[src/source/divSqrtPkg.sv]
// Types shared by the SRT divide and square-root unit
// The step-control bundle holds no width that depends on N
// Remainder and quotient words travel as plain ports sized by N
package divSqrtPkg;

  // Operation select, latched by the controller at start
  typedef enum logic {
    OP_DIV  = 1'b0,
    OP_SQRT = 1'b1
  } opKind_t;

  // Radix-2 signed quotient digit from the set {-1, 0, +1}
  // Code 2'b10 is never produced by the digit selection
  typedef enum logic [1:0] {
    DIGIT_ZERO = 2'b00,
    DIGIT_POS  = 2'b01,
    DIGIT_NEG  = 2'b11
  } qDigit_t;

  // Per-cycle control from the sequencer to the datapath blocks
  typedef struct packed {
    // Operation of the running request
    opKind_t op;
    // High in the cycle whose closing edge initializes the datapath
    logic    load;
    // High in every iteration cycle
    logic    step;
    // High on the final iteration only
    logic    lastStep;
  } stepCtrl_t;

endpackage

[src/source/divSqrtCtrl.sv]
// Sequencer for the fixed-latency divider and square-root unit
// One load cycle is followed by N+2 iteration cycles
// A start is ignored while busy is high
module divSqrtCtrl #(
  parameter int N = 24
) (
  input  logic                  clk,
  input  logic                  rstN,
  input  logic                  start,
  input  divSqrtPkg::opKind_t   op,
  output logic                  busy,
  output logic                  done,
  output divSqrtPkg::stepCtrl_t stepCtrl
);

  // Counter must reach N+1, the index of the last iteration
  localparam int CW = $clog2(N + 3);

  typedef enum logic [1:0] {
    IDLE    = 2'b00,
    LOAD    = 2'b01,
    ITERATE = 2'b10
  } ctrlState_t;

  ctrlState_t          state;
  logic [CW-1:0]       stepCnt;
  divSqrtPkg::opKind_t opReg;
  logic                lastNow;

  // Final iteration is the one whose count equals N+1
  assign lastNow = (state == ITERATE) && (stepCnt == CW'(N + 1));

  always_ff @(posedge clk) begin
    if (!rstN) begin
      state   <= IDLE;
      stepCnt <= '0;
      opReg   <= divSqrtPkg::OP_DIV;
      done    <= 1'b0;
    end else begin
      // done is a single pulse in the cycle after the last step
      done <= lastNow;
      case (state)
        IDLE: begin
          if (start) begin
            state <= LOAD;
            opReg <= op;
          end
        end
        LOAD: begin
          state   <= ITERATE;
          stepCnt <= '0;
        end
        ITERATE: begin
          if (lastNow) begin
            state <= IDLE;
          end else begin
            stepCnt <= stepCnt + 1'b1;
          end
        end
        default: state <= IDLE;
      endcase
    end
  end

  // All outputs decode registered state only
  assign busy              = (state != IDLE);
  assign stepCtrl.op       = opReg;
  assign stepCtrl.load     = (state == LOAD);
  assign stepCtrl.step     = (state == ITERATE);
  assign stepCtrl.lastStep = lastNow;

  //////////////////////////////////////////////////////////////////////
  // Protocol checks
  //////////////////////////////////////////////////////////////////////

  // done never stretches over two cycles
  assert property (@(posedge clk) disable iff (!rstN) done |=> !done);

  // Every done pulse closes a full run of N+2 steps after its load cycle
  assert property (@(posedge clk) disable iff (!rstN) done |-> $past(stepCtrl.load, N + 3));

  // A start during a running operation never restarts the sequence
  assert property (@(posedge clk) disable iff (!rstN)
    (start && busy) |=> (state != LOAD));

endmodule

[src/source/divSqrtIter.sv]
// Carry-save partial remainder of the radix-2 SRT recurrence
// Remainder format is two's complement with 4 integer and N+2 fraction bits
// Division expects both operands with the leading one set
// Square root expects a radicand in [1,4) as U2.(N-2)
module divSqrtIter #(
  parameter int N = 24
) (
  input  logic                  clk,
  input  logic                  rstN,
  input  logic [N-1:0]          x,
  input  logic [N-1:0]          d,
  input  divSqrtPkg::stepCtrl_t stepCtrl,
  input  logic [N+1:0]          u,
  input  logic [N+1:0]          um,
  input  logic [N+1:0]          c,
  output divSqrtPkg::qDigit_t   digit,
  output logic [N+5:0]          ws,
  output logic [N+5:0]          wc,
  output logic [N-2:0]          dLatched,
  output divSqrtPkg::opKind_t   opLatched
);

  localparam int W = N + 6;

  logic [N-1:0] xHold;
  logic [N-1:0] dHold;
  logic [5:0]   estimate;
  logic [W-1:0] dTerm;
  logic [W-1:0] sqrtPosTerm;
  logic [W-1:0] sqrtNegTerm;
  logic [W-1:0] addTerm;
  logic         carryIn;
  logic [W-1:0] wsShift;
  logic [W-1:0] wcShift;
  logic [W-1:0] csaSum;
  logic [W-1:0] csaMaj;
  logic [W-1:0] csaCarry;
  logic [W-1:0] wsInit;
  logic [W-1:0] wcInit;
  logic [W-1:0] wSum;

  //////////////////////////////////////////////////////////////////////
  // Digit selection
  //////////////////////////////////////////////////////////////////////

  // Top six bits of each word give 2w with one fraction bit
  // Truncation keeps the estimate within one unit below the true 2w
  assign estimate = ws[W-1:N] + wc[W-1:N];

  always_comb begin
    if (!estimate[5]) begin
      digit = divSqrtPkg::DIGIT_POS;
    end else if (estimate == 6'h3f) begin
      // Estimate of exactly -1/2 sits in the overlap region
      digit = divSqrtPkg::DIGIT_ZERO;
    end else begin
      digit = divSqrtPkg::DIGIT_NEG;
    end
  end

  //////////////////////////////////////////////////////////////////////
  // Additive term
  //////////////////////////////////////////////////////////////////////

  // Divisor with its hidden one, aligned to the remainder grid
  assign dTerm = {3'b000, 1'b1, dLatched, 3'b000};

  // Square root subtracts 2S plus the new digit weight for a +1 digit
  assign sqrtPosTerm = {3'b000, u, 1'b0} | {4'b0000, c};

  // For a -1 digit it adds 2S minus the weight, which is 2UM plus three weights
  assign sqrtNegTerm = {3'b000, um, 1'b0} | {3'b000, c, 1'b0} | {4'b0000, c};

  always_comb begin
    addTerm = '0;
    carryIn = 1'b0;
    case (digit)
      divSqrtPkg::DIGIT_POS: begin
        // Negation as inverted term plus one injected at the carry LSB
        addTerm = (opLatched == divSqrtPkg::OP_SQRT) ? ~sqrtPosTerm : ~dTerm;
        carryIn = 1'b1;
      end
      divSqrtPkg::DIGIT_NEG: begin
        addTerm = (opLatched == divSqrtPkg::OP_SQRT) ? sqrtNegTerm : dTerm;
      end
      default: begin
        addTerm = '0;
      end
    endcase
  end

  // w(j+1) = 2w(j) + term through one carry-save row
  assign wsShift  = {ws[W-2:0], 1'b0};
  assign wcShift  = {wc[W-2:0], 1'b0};
  assign csaSum   = wsShift ^ wcShift ^ addTerm;
  assign csaMaj   = (wsShift & wcShift) | (wsShift & addTerm) | (wcShift & addTerm);
  assign csaCarry = {csaMaj[W-2:0], carryIn};

  // Division starts from X/4 so that the quotient lands on the U1.N grid
  // Square root starts from R/4 - 1 with the -1 parked in the carry word
  always_comb begin
    if (stepCtrl.op == divSqrtPkg::OP_SQRT) begin
      wsInit = {4'b0000, xHold, 2'b00};
      wcInit = {4'b1111, {(N + 2){1'b0}}};
    end else begin
      wsInit = {5'b00000, xHold, 1'b0};
      wcInit = '0;
    end
  end

  always_ff @(posedge clk) begin
    if (!rstN) begin
      ws        <= '0;
      wc        <= '0;
      opLatched <= divSqrtPkg::OP_DIV;
    end else if (stepCtrl.load) begin
      ws        <= wsInit;
      wc        <= wcInit;
      opLatched <= stepCtrl.op;
    end else if (stepCtrl.step) begin
      ws <= csaSum;
      wc <= csaCarry;
    end
  end

  // Operands follow the inputs while idle and freeze at the accepting edge
  // The divisor copy used by the result path only changes on load
  always_ff @(posedge clk) begin
    if (!stepCtrl.load && !stepCtrl.step) begin
      xHold <= x;
      dHold <= d;
    end
    if (stepCtrl.load) begin
      dLatched <= dHold[N-2:0];
    end
  end

  // A converging recurrence keeps the full remainder within [-4,4)
  assign wSum = ws + wc;

  assert property (@(posedge clk) disable iff (!rstN)
    stepCtrl.step |-> (wSum[W-1] == wSum[W-2]));

  // Division operands captured at the accepting edge must be normalized
  assert property (@(posedge clk) disable iff (!rstN)
    (stepCtrl.load && stepCtrl.op == divSqrtPkg::OP_DIV) |-> (xHold[N-1] && dHold[N-1]));

endmodule

[src/source/divSqrtOtf.sv]
// On-the-fly conversion of signed digits into U and U minus one ulp
// U holds the result times 2^(N+2) in N+2 bits
// The square-root start value of one sits just above the register
// and is only ever reached again through UM, so it never needs storing
module divSqrtOtf #(
  parameter int N = 24
) (
  input  logic                  clk,
  input  logic                  rstN,
  input  divSqrtPkg::stepCtrl_t stepCtrl,
  input  divSqrtPkg::qDigit_t   digit,
  output logic [N+1:0]          u,
  output logic [N+1:0]          um,
  output logic [N+1:0]          c,
  output logic                  firstUn
);

  // Weight of the first digit is 2^-1, bit N+1 of the register
  localparam logic [N+1:0] C_INIT = {1'b1, {(N + 1){1'b0}}};

  always_ff @(posedge clk) begin
    if (!rstN) begin
      u       <= '0;
      um      <= '0;
      c       <= '0;
      firstUn <= 1'b0;
    end else if (stepCtrl.load) begin
      u       <= '0;
      // UM is minus one ulp for division and zero for the root start of one
      um      <= (stepCtrl.op == divSqrtPkg::OP_SQRT) ? '0 : '1;
      c       <= C_INIT;
      firstUn <= 1'b0;
    end else if (stepCtrl.step) begin
      case (digit)
        divSqrtPkg::DIGIT_POS: begin
          u  <= u | c;
          um <= u;
        end
        divSqrtPkg::DIGIT_NEG: begin
          u  <= um | c;
          um <= um;
        end
        default: begin
          u  <= u;
          um <= um | c;
        end
      endcase
      firstUn <= (digit != divSqrtPkg::DIGIT_ZERO);
      // Mask parks on bit 0 after the final digit as the result ulp
      if (!stepCtrl.lastStep) begin
        c <= c >> 1;
      end
    end
  end

endmodule

[src/source/divSqrtPostproc.sv]
// Result correction and alignment, purely combinational
// Inputs must hold their values after the last step for a stable result
module divSqrtPostproc #(
  parameter int N = 24
) (
  input  logic [N+5:0]        ws,
  input  logic [N+5:0]        wc,
  input  logic [N-2:0]        dLatched,
  input  divSqrtPkg::opKind_t op,
  input  logic [N+1:0]        u,
  input  logic [N+1:0]        um,
  input  logic [N+1:0]        c,
  input  logic                firstUn,
  output logic [N:0]          quot,
  output logic                sticky
);

  localparam int W = N + 6;

  logic [W-1:0] wOr;
  logic         weq0;
  logic [W-1:0] fTerm;
  logic [W-1:0] fSum;
  logic [W-1:0] fMaj;
  logic [W-1:0] fCarry;
  logic [W-1:0] fOr;
  logic         wfeq0;
  logic         wZero;
  logic [W-1:0] wFull;
  logic [N+1:0] sel;

  // a + b is zero exactly when a ^ b equals (a | b) shifted left by one
  assign wOr  = ws | wc;
  assign weq0 = ((ws ^ wc) == {wOr[W-2:0], 1'b0});

  // Correction term for a negative remainder
  // Division adds D back and square root adds 2UM plus one ulp
  assign fTerm = (op == divSqrtPkg::OP_SQRT) ?
                 ({3'b000, um, 1'b0} | {4'b0000, c}) :
                 {3'b000, 1'b1, dLatched, 3'b000};

  // Look-ahead: would the corrected remainder be zero
  assign fSum   = ws ^ wc ^ fTerm;
  assign fMaj   = (ws & wc) | (ws & fTerm) | (wc & fTerm);
  assign fCarry = {fMaj[W-2:0], 1'b0};
  assign fOr    = fSum | fCarry;
  assign wfeq0  = ((fSum ^ fCarry) == {fOr[W-2:0], 1'b0});

  // A remainder of exactly minus F can only follow a nonzero last digit
  assign wZero = weq0 | (wfeq0 & firstUn);

  // Sign of the full remainder picks U or U minus one ulp
  assign wFull = ws + wc;
  assign sel   = wFull[W-1] ? um : u;

  // Square root carries one extra fraction bit, dropped here into sticky
  assign quot   = (op == divSqrtPkg::OP_SQRT) ? sel[N+1:1] : sel[N:0];
  assign sticky = ~wZero | ((op == divSqrtPkg::OP_SQRT) & sel[0]);

endmodule

[src/source/divSqrtUnit.sv]
// Radix-2 SRT divide and square-root unit for normalized significands
// N must be even; latency is fixed at N+4 cycles from the accepting edge
// Exponents, rounding and special values belong to the surrounding FPU
module divSqrtUnit #(
  parameter int N = 24
) (
  input  logic                clk,
  input  logic                rstN,
  input  logic                start,
  input  divSqrtPkg::opKind_t op,
  input  logic [N-1:0]        x,
  input  logic [N-1:0]        d,
  output logic                busy,
  output logic                done,
  output logic [N:0]          quot,
  output logic                sticky
);

  divSqrtPkg::stepCtrl_t stepCtrl;
  divSqrtPkg::qDigit_t   digit;
  divSqrtPkg::opKind_t   opLatched;
  logic [N+1:0]          u;
  logic [N+1:0]          um;
  logic [N+1:0]          c;
  logic                  firstUn;
  logic [N+5:0]          ws;
  logic [N+5:0]          wc;
  logic [N-2:0]          dLatched;

  divSqrtCtrl #(.N(N)) ctrl (
    .clk, .rstN, .start, .op, .busy, .done, .stepCtrl
  );

  divSqrtIter #(.N(N)) iter (
    .clk, .rstN, .x, .d, .stepCtrl, .u, .um, .c,
    .digit, .ws, .wc, .dLatched, .opLatched
  );

  divSqrtOtf #(.N(N)) otf (
    .clk, .rstN, .stepCtrl, .digit, .u, .um, .c, .firstUn
  );

  divSqrtPostproc #(.N(N)) post (
    .ws, .wc, .dLatched, .op(opLatched), .u, .um, .c, .firstUn, .quot, .sticky
  );

  // Square-root operand alignment assumes an even significand width
  assert property (@(posedge clk) (N % 2) == 0);

endmodule

[config.mk]
export PLATFORM = sky130hd
export DESIGN_NAME = divSqrtUnit
export DESIGN_NICKNAME = d
export VERILOG_FILES = /design/src/source/divSqrtPkg.sv /design/src/source/divSqrtCtrl.sv /design/src/source/divSqrtIter.sv /design/src/source/divSqrtOtf.sv /design/src/source/divSqrtPostproc.sv /design/src/source/divSqrtUnit.sv
export SDC_FILE = /design/constraint.sdc
export NUM_CORES = 1
export LEC_CHECK = 0
export ABC_AREA = 1
export BUFFER_PORTS_ARGS = -buffer_cell sky130_fd_sc_hd__clkbuf_2
export CAP_MARGIN = 0
export CORE_MARGIN = 2
export CORE_UTILIZATION = 55
export CTS_BUF_LIST = sky130_fd_sc_hd__clkbuf_8
export DETAILED_ROUTE_END_ITERATION = 8
export PLACE_DENSITY = 0.7
export SYNTH_ARGS = -nofsm -noshare
export SYNTH_HDL_FRONTEND = slang
export SYNTH_SLANG_ARGS = --single-unit
[constraint.sdc]
create_clock -name clk -period 4.4 [get_ports clk]
set_clock_uncertainty 0.1 [all_clocks]
set_input_delay 0.88 -clock clk [delete_from_list [all_inputs] [get_ports clk]]
set_output_delay 0.88 -clock clk [all_outputs]
set_load 0.05 [all_outputs]
; ---- Word-level counts from Yosys, hierarchy flattened
; Index checks and enable logic that the tools add are counted.
[classes]
n_mux = 28
n_eq_ne = 13
reduce_logical = 17
bitwise = 32
add_sub_neg = 3
[op_table]
columns = operator, n
row1 = $mux 30, 7
row2 = $mux 26, 8
row3 = $and 29x29->29, 6
row4 = $or 29x29->29, 6
row5 = $xor 30x30->30, 5
row6 = $pmux 26 s2, 2
row7 = $eq 30x30->1, 2
row8 = $pmux 30 s2, 1
row9 = $or 27x26->27, 2
row10 = $or 26x26->26, 2
row11 = $add 30x30->30, 1
row12 = $not 27->30, 1
row13 = $not 30->30, 1
row14 = $or 30x26->30, 1
row15 = $mux 27, 1
row16 = $or 27x27->27, 1
row17 = $mux 25, 1
row18 = $reduce_and 2->1, 7
row19 = $pmux 5 s2, 1
row20 = $mux 2, 4
row21 = $reduce_bool 2->1, 4
row22 = $add 6x6->6, 1
row23 = $eq 6x6->1 const B, 1
row24 = $ne 2x2->1 const B, 3
row25 = 15 further kinds, 24
[word_totals]
word_cells = 108
reg_bits = 219
inputBits = 52
output_inout_bits = 28

; ---- Depth between registers and ports, before layout
; Gate-level depths: netlist (run 1).
[logic_depth]
word_depth = 11
depth_mapped = 17
depth_no_buf = 15

; ---- Cells and area by module
; From an unflattened synthesis (run 1), not the netlist that was laid out.
[hier_totals]
cells_unflattened = 1907
area_unflattened_um2 = 14805.4
[modules_own_cells]
columns = mod, seq_area_each_um2, n_inst, area_each_um2, cells_each
row1 = divSqrtIter, 3303.2, 1, 6349.8, 676
row2 = divSqrtPostproc, 0.0, 1, 4471.8, 686
row3 = divSqrtOtf, 1581.5, 1, 3514.6, 478
row4 = divSqrtCtrl, 180.2, 1, 469.2, 67

; ---- Worst setup path before layout (run 1)
; Ideal clock, no wire load.
[synth_path]
path_type = register to output
startpoint = reg iter.opLatched
endpoint = out sticky
stages_incl_launch_ff = 16
path_slack_ps = 550
t_required_ps = 3420
path_buffers = 3
arrival_ps = 2870
cell_sequence = dfxtp_1 -> clkbuf_1 -> clkbuf_1 -> buf_1 -> a31oi_1 -> fa_1 -> inv_1 -> ha_1 -> nand2_1 -> o21ai_0 -> nor4_1 -> nand2_1 -> nor2_1 -> nand2_1 -> nand2_1 -> nand2_1
[synth_via]
elab_chain_len = 10
elab_cells_between_ends = 14
classes_between = 1 x eq/ne / 1 x mux / 12 x bitwise
[synth_lines]
columns = item, line
row1 = "start, declared", divSqrtIter.sv:20  ; output divSqrtPkg::opKind_t opLatched
row2 = "start signal, assigned", divSqrtIter.sv:115  ; opLatched <= divSqrtPkg::OP_DIV;
row3 = "start signal, assigned", divSqrtIter.sv:119  ; opLatched <= stepCtrl.op;
row4 = $mux 27, divSqrtPostproc.sv:38  ; assign fTerm = (op == divSqrtPkg::OP_SQRT) ?
row5 = $and 29x29->29, divSqrtPostproc.sv:44  ; assign fMaj = (ws & wc) | (ws & fTerm) | (wc & fTerm);
row6 = $or 29x29->29 (2 in a row), divSqrtPostproc.sv:44
row7 = $xor 30x30->30 / $or 29x29->29 (equally long branches), "divSqrtPostproc.sv:47, divSqrtPostproc.sv:46"
row8 = $eq 30x30->1, divSqrtPostproc.sv:47  ; assign wfeq0 = ((fSum ^ fCarry) == {fOr[W-2:0], 1'b0});
row9 = $and 1x1->1, divSqrtPostproc.sv:50  ; assign wZero = weq0 | (wfeq0 & firstUn);
row10 = $or 1x1->1, divSqrtPostproc.sv:50
row11 = $not 1->1, divSqrtPostproc.sv:58  ; assign sticky = ~wZero | ((op == divSqrtPkg::OP_SQRT) & sel[0]);
row12 = $or 1x1->1 (*), divSqrtPostproc.sv:58
row13 = "end, declared", divSqrtUnit.sv:16  ; output logic sticky
; Every way passes the cells marked *; elsewhere a longest branch is shown, timed or not.

; ---- Final worst setup path (run 1)
; Same ends and word-level chain as after synthesis.

==> results by group, run 1 <==
Run status
  • Status: finished, violations left
  • Failing checks: negative setup slack

STA
  • Final setup viols: 1
  • Slew Limit Headroom: 0.333
  • Unrepaired setup endpoints after global routing: true
  • Final setup margin: -37.2 ps
  • Worst slew pin tran: 999 ps
  • Slew Limit Fails: 0
  • Final min period: 4440 ps
  • Hold Slack: 304 ps
  • TNS Setup: -37.2 ps
  • Fmax: 225 MHz
  • Post-route clock period utilization: 1.01
  • Final Hold Fails: 0

Routing
  • DR iter-0 viols: 1152
  • Total Wirelength: 42900 um
  • DR pass1 iterations: 6
  • WL/cell: 18.9 um
  • Vias: 13147
  • Routed Antenna Nets: 0
  • DRC: 0
  • Number of vias per cell: 5.81

Synth
  • Synth area leader: dfxtp_1
  • Predominant post-synthesis flop cell: dfxtp_1
  • Async set-reset flop share out of synthesis: 0
  • Largest family of logic cells by synthesized area: simple AND/OR/NAND/NOR gates
  • Post-synth EDFFs: 70
  • Post-Synth Adder-Cell Area: 0.162
  • Largest cells by area after synthesis: dfxtp_1, edfxtp_1, nand2_1
  • Simple-gate portion of the synthesized area: 0.220
  • Synth Instances: 1827
  • Mapped Area: 14000 um2
  • Sequential fraction of the synthesis area: 0.363
  • Yosys cell types: 42
  • Post-synthesis mux area share: 0
  • Area fraction of the dominant cell type after synthesis: 0.212
  • Synth Area in Compound Gates: 0.148
  • Post-synthesis register bit count: 218
  • Yosys warning count: 0
  • Synthesized area per cell: 7.64 um2
  • Syn nets: 2027
  • Xor/xnor share of the synthesized area: 0.0137

Setup path
  • Type of element capturing the critical path: primary output
  • Worst EP required: 3420 ps
  • Worst Path Arrival: 3460 ps
  • Worst-path fanout max: 12
  • Worst setup path class: register to primary output
  • Setup crit start kind: register

Placement
  • Dpl cell area: 14700 um2
  • Hpwl dp: 29000 um
  • IO Port Bufs: 78
  • GPL Wtd Cong: 0.982

Clock tree
  • Clock latency on the worst-skew pair: 560 ps
  • CTS Buf Count: 39
  • CTS tree: yes
  • Clock Tree Root: clkbuf_8
  • Clock tree buffer depth: 3
  • Clock sinks: 218
  • Clk slew on worst S/H paths: 60 ps
  • CTS Hold Bufs: 0
  • H-tree Lvls: 2

Floorplanning
  • Die height: 163 um
  • Initial core utilization: 0.558
  • Core ar.: 25000 um2
  • Die width: 163 um
  • Die Area: 26700 um2
  • # IOs: 80
  • Site Rows: 58

Final layout
  • Syn-to-layout area delta: 13.9%
  • Design area: 15900 um2
  • Antenna fix cells: 0
  • Share of cells above drive strength 1: 0.123
  • Final net count: 2104
  • Final Util: 0.635
  • Most frequent cells in the layout: nand2_1, inv_1, nand3_1
  • Commonest non-fill, non-tap cell in the layout: nand2_1

Job
  • Max Cap Violations: 0

Global routing
  • Largest net degree at the start of global routing: 60
  • Global-route wire length before repair: 67000 um
  • Total congestion overflow: 0
  • Initial antenna violation count: 0
  • GRT Util Overall: 0.323
  • Vias in the first global route: 12461

Hold path
  • Worst Hold Class: register to register
## sequential cells by signal (all words and copies together), names as in the netlist, 2 cells and up
name           cells
iter.dHold        23
iter.dLatched     23
ctrl.state         2
iter.ws           30
ctrl.stepCnt       5
otf.c             26
otf.u             26
iter.xHold        24
otf.um            26
iter.wc           29
## path summary, 6_finish.rpt
kind | end | depth (start not counted) | slack, ps | startpoint
max | sticky | 15 | -40 | iter.opLatched
min | iter.dLatched[18] | 0 | 300 | iter.dHold[18]
max reg2reg | iter.ws[4] | 16 | 680 | iter.wc[25]
min reg2reg | iter.dLatched[18] | 0 | 300 | iter.dHold[18]
## what timing repair did
action	CTS	global route
setup buffers	6	2
setup endpoints to repair	1	26
resized for setup	43	26
cloned	2	0
pin swaps	2	3
## critical path, cell delays in order (launching register included)
cell	delay [ps]
dfxtp_4	440
buf_12	170
nor2_1	70
a31oi_1	310
fa_1	480
inv_1	70
ha_1	240
nand2_1	60
nand2_1	40
nor4_1	280
nand3_1	130
nor2_1	150
nand2_1	80
nand2_2	90
nand2_2	80
clkbuf_8	180
## cell usage after synthesis (2+ instances only)
cell / count
nor3_1: 6
buf_4: 6
ha_1: 93
a22oi_1: 2
nor2_2: 3
or2_2: 2
a21o_1: 2
fa_1: 55
xor2_1: 10
a221oi_1: 2
buf_6: 2
o2111ai_1: 2
nor4_1: 8
nor2_1: 149
nand2_2: 2
a31oi_1: 72
dfxtp_1: 148
a2bb2oi_1: 2
nand4_1: 9
a21oi_1: 130
clkbuf_1: 53
o22ai_1: 19
o211ai_1: 2
edfxtp_1: 70
nand3_1: 193
xnor2_1: 10
nand2_1: 357
o21ai_0: 139
inv_2: 4
inv_1: 234
buf_1: 9
buf_2: 22
## final cells by class
class / count / area [um2]
Clock inverter: 29 / 125
Sequential cell: 218 / 5070
Multi-Input combinational cell: 1278 / 7880
Clock buffer: 42 / 578
Timing Repair Buffer: 128 / 933
Inverter: 239 / 900
Tap cell: 330 / 413
Fill cell: 2236 / 9140
## layer usage
| layer | vias up | part of all wire | wire, um | global-route usage |
|---|---|---|---|---|
| li1 | 6214 | - | - | - |
| met1 | 6225 | 0.43 | 18300 | 0.433 |
| met2 | 602 | 0.45 | 19500 | 0.522 |
| met3 | 106 | 0.082 | 3520 | 0.0564 |
| met4 | 0 | 0.039 | 1660 | 0.128 |
| met5 | - | 0 | 0 | 0 |
## per-stage QoR
step	worst slack, ps	cells
floorplan	550	1827
global placement	295	2183
detailed placement	268	2183
CTS	4.01	2262
global route	-145	2264
finish	-37.2	2264
## kinds of logic (layout without fill, tap and decap cells)
family,after synthesis,after routing
XOR/XNOR,21,21
adder cells (fa/ha/maj),148,148
flip-flops,218,218
buffers and inverters,331,438
AO/OA/AOI/OAI,377,377
AND/OR/NAND/NOR,732,732
Power of run 1 is left out: the tool's default activity adds up to more than one toggle a clock period on the data nets, which glitch-free logic cannot reach.
==> inputs of run 2 (changes only) <==
Settings changed: CORE_ASPECT_RATIO set to 0.9, CORE_MARGIN 2 to unset.
Clock period 4.4 ns to 5.15 ns, I/O delays scaled along.
==> run 2 against run 1 <==
Compared with the run above:
- the run now ends clean
- sequential share of layout area increased by 1.1 points
- cell count decreased by 0.49%
- via count decreased by 0.93%
- final area decreased by 3.3%
- first-iteration DRC count increased by 16%
- critical path depth decreased by 1
- die area decreased by 2.4%
- count of clock-buffer cells in the layout increased by 2
- non-clock buffer count decreased by 16
- sequential cell count unchanged
- setup slack improved by 220 ps
==> results by group, run 2 (synthesis results as in run 1) <==
Setup path
  • Critical path buffers and inverters: 4 (+1)
  • FF-to-FF End: iter.ws[18]
  • Top cell by count, worst path: nand2_1
  • Worst Path Arrival: 3840 ps (+380 ps)
  • Worst setup path class: register to primary output
  • Worst-path fanout max: 12 (unchanged)
  • Setup crit start kind: register
  • Worst EP required: 4020 ps (+600 ps)
  • Crit-path leading delay family: compound AO/OA/AOI/OAI gates
  • RR Startpoint: iter.wc[26]
  • Reg2Reg Depth: 15 (-1)
  • Type of element capturing the critical path: primary output
  • Crit path cell chain: buf_4, buf_4, a31oi_1, fa_1, inv_1, ha_1, or2_2, a221oi_1, nand2_1, nor2_1, nand2_1, nand2_1, nand2_1, clkbuf_2
  • Crit-path max cell delay: 500 ps (+20 ps)
  • Slowest-stage cell, CP: fa_1
  • R2R Setup Slk: 1010 ps (+330 ps)

Floorplanning
  • Initial core utilization: 0.568 (+0.0100)
  • Site Rows: 54 (-6.9%)
  • Core ar.: 24600 um2 (-1.8%)
  • # IOs: 80 (unchanged)
  • Die Area: 26000 um2 (-2.4%)
  • Die height: 153 um (-6.2%)
  • Die width: 170 um (+4.1%)

Routing
  • Vias: 13025 (-0.93%)
  • DR iter-0 viols: 1335 (+16%)
  • Total Wirelength: 42500 um (-0.90%)
  • DR pass1 iterations: 6 (unchanged)
  • Number of vias per cell: 5.78 (-0.44%)
  • Routed Antenna Nets: 0 (unchanged)
  • WL/cell: 18.9 um (-0.42%)
  • DRC: 0 (unchanged)

Clock tree
  • H-tree Lvls: 2 (unchanged)
  • Clk slew on worst S/H paths: 60 ps (about the same)
  • CTS tree: yes
  • Clock tree buffer depth: 3 (unchanged)
  • CTS Hold Bufs: 0 (unchanged)
  • Clock sinks: 218 (unchanged)
  • Clock Tree Root: clkbuf_8
  • Clock latency on the worst-skew pair: 560 ps (about the same)
  • CTS Buf Count: 39 (unchanged)

Hold path
  • Worst hold path depth: 0 (unchanged)
  • Hold path start: iter.dHold[8]
  • End of the worst hold path: iter.dLatched[8]
  • Worst Hold Class: register to register

Final layout
  • Antenna fix cells: 0 (unchanged)
  • Multi-input gate area: 7600 um2 (-3.5%)
  • Max FFs per register: 30 (unchanged)
  • Final net count: 2088 (-0.76%)
  • Top flop regs: iter.ws x30, iter.wc x29
  • Commonest non-fill, non-tap cell in the layout: nand2_1
  • Share of cells above drive strength 1: 0.0944 (-0.0286)
  • # fillers: 2293 (+2.5%)
  • Biggest register: iter.ws
  • Most frequent cells in the layout: nand2_1, inv_1, nand3_1
  • Register area: 5070 um2 (unchanged)
  • Syn-to-layout area delta: 10.1%

STA
  • Unrepaired setup endpoints after global routing: false
  • Worst slew pin tran: 1120 ps (+119 ps)
  • Slew Limit Fails: 0 (unchanged)
  • Post-route clock period utilization: 0.965
  • Final Hold Fails: 0 (unchanged)
  • Final min period: 4970 ps
  • Fmax: 201 MHz
  • Hold Slack: 307 ps (+3.46 ps)
  • Final setup viols: 0 (-1)
  • TNS Setup: 0 ps (+37.2 ps)
  • Slew Limit Headroom: 0.254 (-0.0794)

Job
  • Max Cap Violations: 0 (unchanged)

Placement
  • IO Port Bufs: 78 (unchanged)
  • GPL Wtd Cong: 0.953 (-3.0%)
  • Hpwl dp: 28400 um (-1.8%)

Global routing
  • Global-route wire length before repair: 66500 um (-0.75%)
  • Vias in the first global route: 12236 (-1.8%)
  • Total congestion overflow: 0 (unchanged)
  • GRT Util Overall: 0.329 (+0.00603)
  • Initial antenna violation count: 0 (unchanged)
  • Largest net degree at the start of global routing: 87 (+45%)

Run status
  • Status: complete, no violations
run 2: cell count changes in the layout (fill, tap and decap cells not counted), moves of 4 or more:
cell     previous run  this run
a31oi_2            13         1
buf_12              6         1
nor2_2             12         6
buf_4              36        32
a31oi_4             4         0
a31oi_1            55        71
nor2_4              7         1
nor2_1            134       146
run 2: area by class of cell:
type / count / share of cell area
clock buffers: 44 / 0.0394
well taps: 336 / 0.0273
multi-input cells: 1278 / 0.495
inverters: 239 / 0.0585
clock inverters: 26 / 0.00716
repair buffers: 112 / 0.0433
flip-flops and latches: 218 / 0.330
run 2: how the worst max path moves through the flow:
stage                   startpoint  endpoint  cells after the start  slack, ps
floorplan           iter.opLatched    sticky                     15       1150
global placement    iter.opLatched    sticky                     14        520
detailed placement  iter.opLatched    sticky                     14        510
CTS                 iter.opLatched    sticky                     14        110
global route        iter.opLatched    sticky                     15         70
finish              iter.opLatched    sticky                     14        180
run 2: metal layers:
layer / vias up / share of wire / global-route usage
met2: 711 / 0.44 / 0.509
met1: 6036 / 0.43 / 0.464
met4: 0 / 0.035 / 0.127
met5: - / 0 / 0
met3: 95 / 0.093 / 0.0497
li1: 6183 / - / -
run 2: timing repair:
action / in CTS / in global routing
endpoints found under the setup margin: 1 / 1
buffers inserted: 1 / 5
resized for setup: 0 / 1
endpoints found under the hold margin: 0 / 0
pin swaps: 0 / 0
run 2: metrics by stage:
| step | cells | setup WS (ps) | util | instance area (um2) |
|---|---|---|---|---|
| floorplan | 1827 | 1150 | - | 14000 |
| global placement | 2177 | 520 | 0.593 | 14600 |
| detailed placement | 2177 | 505 | 0.593 | 14600 |
| CTS | 2248 | 107 | 0.623 | 15300 |
| global route | 2253 | 67.1 | 0.625 | 15400 |
| finish | 2253 | 182 | 0.625 | 15400 |
Power of run 2 is left out for the same reason.
==> inputs of run 3 (changes only) <==
Settings changed: ABC_AREA 1 to unset.
==> run 3 against run 2 <==
Compared with the run above:
- die area shrank 2.0%
- global-route usage shrank 4.2 points
- sequential share of layout area grew 0.25 points
- final area shrank 0.76%
- non-clock buffer count shrank 5
- wire length shrank 15%
- sequential cell count is the same
- setup slack lost 50 ps
- critical path depth shrank 5
- fmax shrank 1.0%
- area after synthesis shrank 2.0%
- synthesized cell count shrank 24%
- critical path type unchanged
==> results by group, run 3 <==
STA
  • Unrepaired setup endpoints after global routing: true
  • Final Hold Fails: 0 (unchanged)
  • Post-route clock period utilization: 0.974 (+0.00974)
  • Final setup margin: 132 ps (-50.2 ps)
  • Final setup viols: 0 (unchanged)
  • Slew Limit Fails: 0 (unchanged)
  • TNS Setup: 0 ps (unchanged)
  • Fmax: 199 MHz (-1.0%)
  • Hold Slack: 320 ps (+12.3 ps)
  • Worst slew pin tran: 1230 ps (+110 ps)
  • Slew Limit Headroom: 0.180 (-0.0743)
  • Final min period: 5020 ps (+50.2 ps)

Synth
  • Largest cells by area after synthesis: dfxtp_1, edfxtp_1, ha_1
  • Synth area leader: dfxtp_1
  • Sequential fraction of the synthesis area: 0.370 (+0.00743)
  • Area fraction of the dominant cell type after synthesis: 0.217 (+0.00435)
  • Most common library cells after synthesis: dfxtp_1, inv_1, nand2_1
  • Cell with the most instances after synthesis: dfxtp_1
  • Predominant post-synthesis flop cell: dfxtp_1
  • Async set-reset flop share out of synthesis: 0 (unchanged)
  • Synthesized area per cell: 9.84 um2 (+29%)
  • Mapped Area: 13700 um2 (-2.0%)
  • Yosys warning count: 0 (unchanged)
  • Post-synthesis register bit count: 218 (unchanged)
  • Yosys cell types: 59 (+40%)
  • Post-synth EDFFs: 70 (unchanged)
  • Synth Instances: 1390 (-24%)
  • Syn nets: 1590 (-22%)

Placement
  • Setup WS pre-CTS: 537 ps (+31.8 ps)
  • Hpwl dp: 24600 um (-13%)
  • GPL Wtd Cong: 0.983 (+3.2%)
  • IO Port Bufs: 78 (unchanged)

Hold path
  • Worst hold path depth: 0 (unchanged)
  • Hold path start: iter.dHold[17]
  • Worst Hold Class: register to register
  • End of the worst hold path: iter.dLatched[17]

Routing
  • Total Wirelength: 36000 um (-15%)
  • Number of vias per cell: 6.14 (+6.1%)
  • DRC: 0 (unchanged)
  • WL/cell: 20.1 um (+6.5%)
  • DR pass1 iterations: 5 (-1)
  • DR iter-0 viols: 864 (-35%)
  • Vias: 11009 (-15%)
  • Routed Antenna Nets: 0 (unchanged)

Final layout
  • Top flop regs: iter.ws x30, iter.wc x29
  • Commonest non-fill, non-tap cell in the layout: inv_1
  • Syn-to-layout area delta: 11.5%
  • Most frequent cells in the layout: inv_1, dfxtp_1, nand2_1
  • Biggest register: iter.ws
  • Antenna fix cells: 0 (unchanged)
  • Share of cells above drive strength 1: 0.124 (+0.0301)
  • Final net count: 1654 (-21%)
  • Max FFs per register: 30 (unchanged)
  • # fillers: 2045 (-11%)

Setup path
  • FF-to-FF End: iter.ws[17]
  • Worst setup path class: register to primary output
  • RR Startpoint: iter.wc[25]
  • R2R Setup Slk: 1010 ps (about the same)
  • Reg2Reg Depth: 14 (-1)
  • Crit path cell chain: inv_1, ha_1, nand3_2, or2_0, or3_4, a211o_1, a211oi_2, mux4_1, clkbuf_2
  • Crit-path max cell delay: 660 ps (+160 ps)
  • Worst-path fanout max: 5 (-7)
  • Slowest-stage cell, CP: mux4_1
  • Setup crit start kind: register
  • Worst EP required: 4020 ps (about the same)
  • Worst Path Arrival: 3890 ps (+50 ps)
  • Type of element capturing the critical path: primary output

Floorplanning
  • Core ar.: 24300 um2 (-1.1%)
  • Die width: 168 um (-0.99%)
  • # IOs: 80 (unchanged)
  • Die height: 152 um (-1.0%)
  • Die Area: 25500 um2 (-2.0%)
  • Site Rows: 54 (unchanged)
  • Initial core utilization: 0.562 (-0.00522)

Clock tree
  • H-tree Lvls: 2 (unchanged)
  • CTS tree: yes
  • Clk slew on worst S/H paths: 60 ps (about the same)
  • Clock Tree Root: clkbuf_8
  • Clock latency on the worst-skew pair: 560 ps (about the same)
  • CTS Buf Count: 40 (+2.6%)
  • CTS Hold Bufs: 0 (unchanged)
  • Clock sinks: 218 (unchanged)
  • Clock tree buffer depth: 3 (unchanged)

Global routing
  • GRT Util Overall: 0.287 (-0.0420)
  • Total congestion overflow: 0 (unchanged)
  • Largest net degree at the start of global routing: 84 (-3.4%)
  • Initial antenna violation count: 0 (unchanged)
  • Global-route wire length before repair: 56800 um (-15%)
  • Vias in the first global route: 10488 (-14%)

Job
  • Max Cap Violations: 0 (unchanged)

Power
  • Max IR drop VDD: 490 uV
  • Power Density: 666 nW/um2
  • Total Power Consumption: 10200 uW
  • P_leak: 0.00600 uW

Run status
  • Status: complete, no violations
[run 3: critical path: cells and delay by family, from the launching register on]
| kind | cells | cell delay, ps |
|---|---|---|
| compound gates | 2 | 630 |
| fa+ha+maj | 1 | 390 |
| buf+inv | 2 | 410 |
| flops | 1 | 490 |
| mux | 1 | 660 |
| simple gates | 3 | 770 |
[run 3: layout make-up]
| class | instances | area [um2] | share of cell area |
|---|---|---|---|
| well taps | 308 | 385 | 0.0253 |
| clock inverters | 26 | 140 | 0.00919 |
| clock buffers | 48 | 661 | 0.0433 |
| repair buffers | 107 | 662 | 0.0434 |
| multi-input cells | 939 | 7780 | 0.510 |
| flip-flops and latches | 218 | 5070 | 0.332 |
| inverters | 148 | 558 | 0.0366 |
[run 3: logic make-up after synthesis]
logic type | after synthesis | share of synthesized area
simple gates | 297 | 0.0972
fa+ha+maj | 148 | 0.166
flops | 218 | 0.370
xor+xnor | 62 | 0.0402
buf+inv | 233 | 0.0656
compound gates | 376 | 0.191
mux | 56 | 0.0706
[run 3: worst max path at each step]
stage | startpoint | endpoint | slack [ps] | depth (start not counted)
6_report | iter.wc[25] | quot[24] | 130 | 9
5_1_grt | iter.wc[25] | quot[24] | -9 | 9
4_1_cts | iter.opLatched | sticky | 100 | 13
3_5_place_dp | iter.wc[25] | quot[24] | 540 | 9
3_3_place_gp | iter.wc[25] | quot[24] | 580 | 9
2_1_floorplan | iter.opLatched | sticky | 710 | 12
[run 3: per-stage QoR]
step | instance area, um2 | instances | utilization
after floorplan | 13700 | 1390 | -
after global placement | 14400 | 1716 | 0.592
after detailed placement | 14400 | 1716 | 0.592
after CTS | 15200 | 1790 | 0.625
after global routing | 15300 | 1794 | 0.627
final | 15300 | 1794 | 0.627
[run 3: power breakdown]
| part | switching [uW] | internal, uW |
|---|---|---|
| logic | 3630 | 2120 |
| clock network | 771 | 859 |
| registers | 484 | 2300 |
[run 3: metal layers]
layer | GRT usage | wire [um]
met4 | 0.123 | 1380
met3 | 0.0442 | 2400
met2 | 0.474 | 16900
met1 | 0.379 | 15400
met5 | 0 | 0
[run 3: what timing repair did]
item,4_1_cts,5_1_grt
pin swaps,0,0
setup buffers,0,4
endpoints found under the setup margin,1,12
gates resized for setup,1,2
No activity file was read; power rests on OpenSTA's default activity.
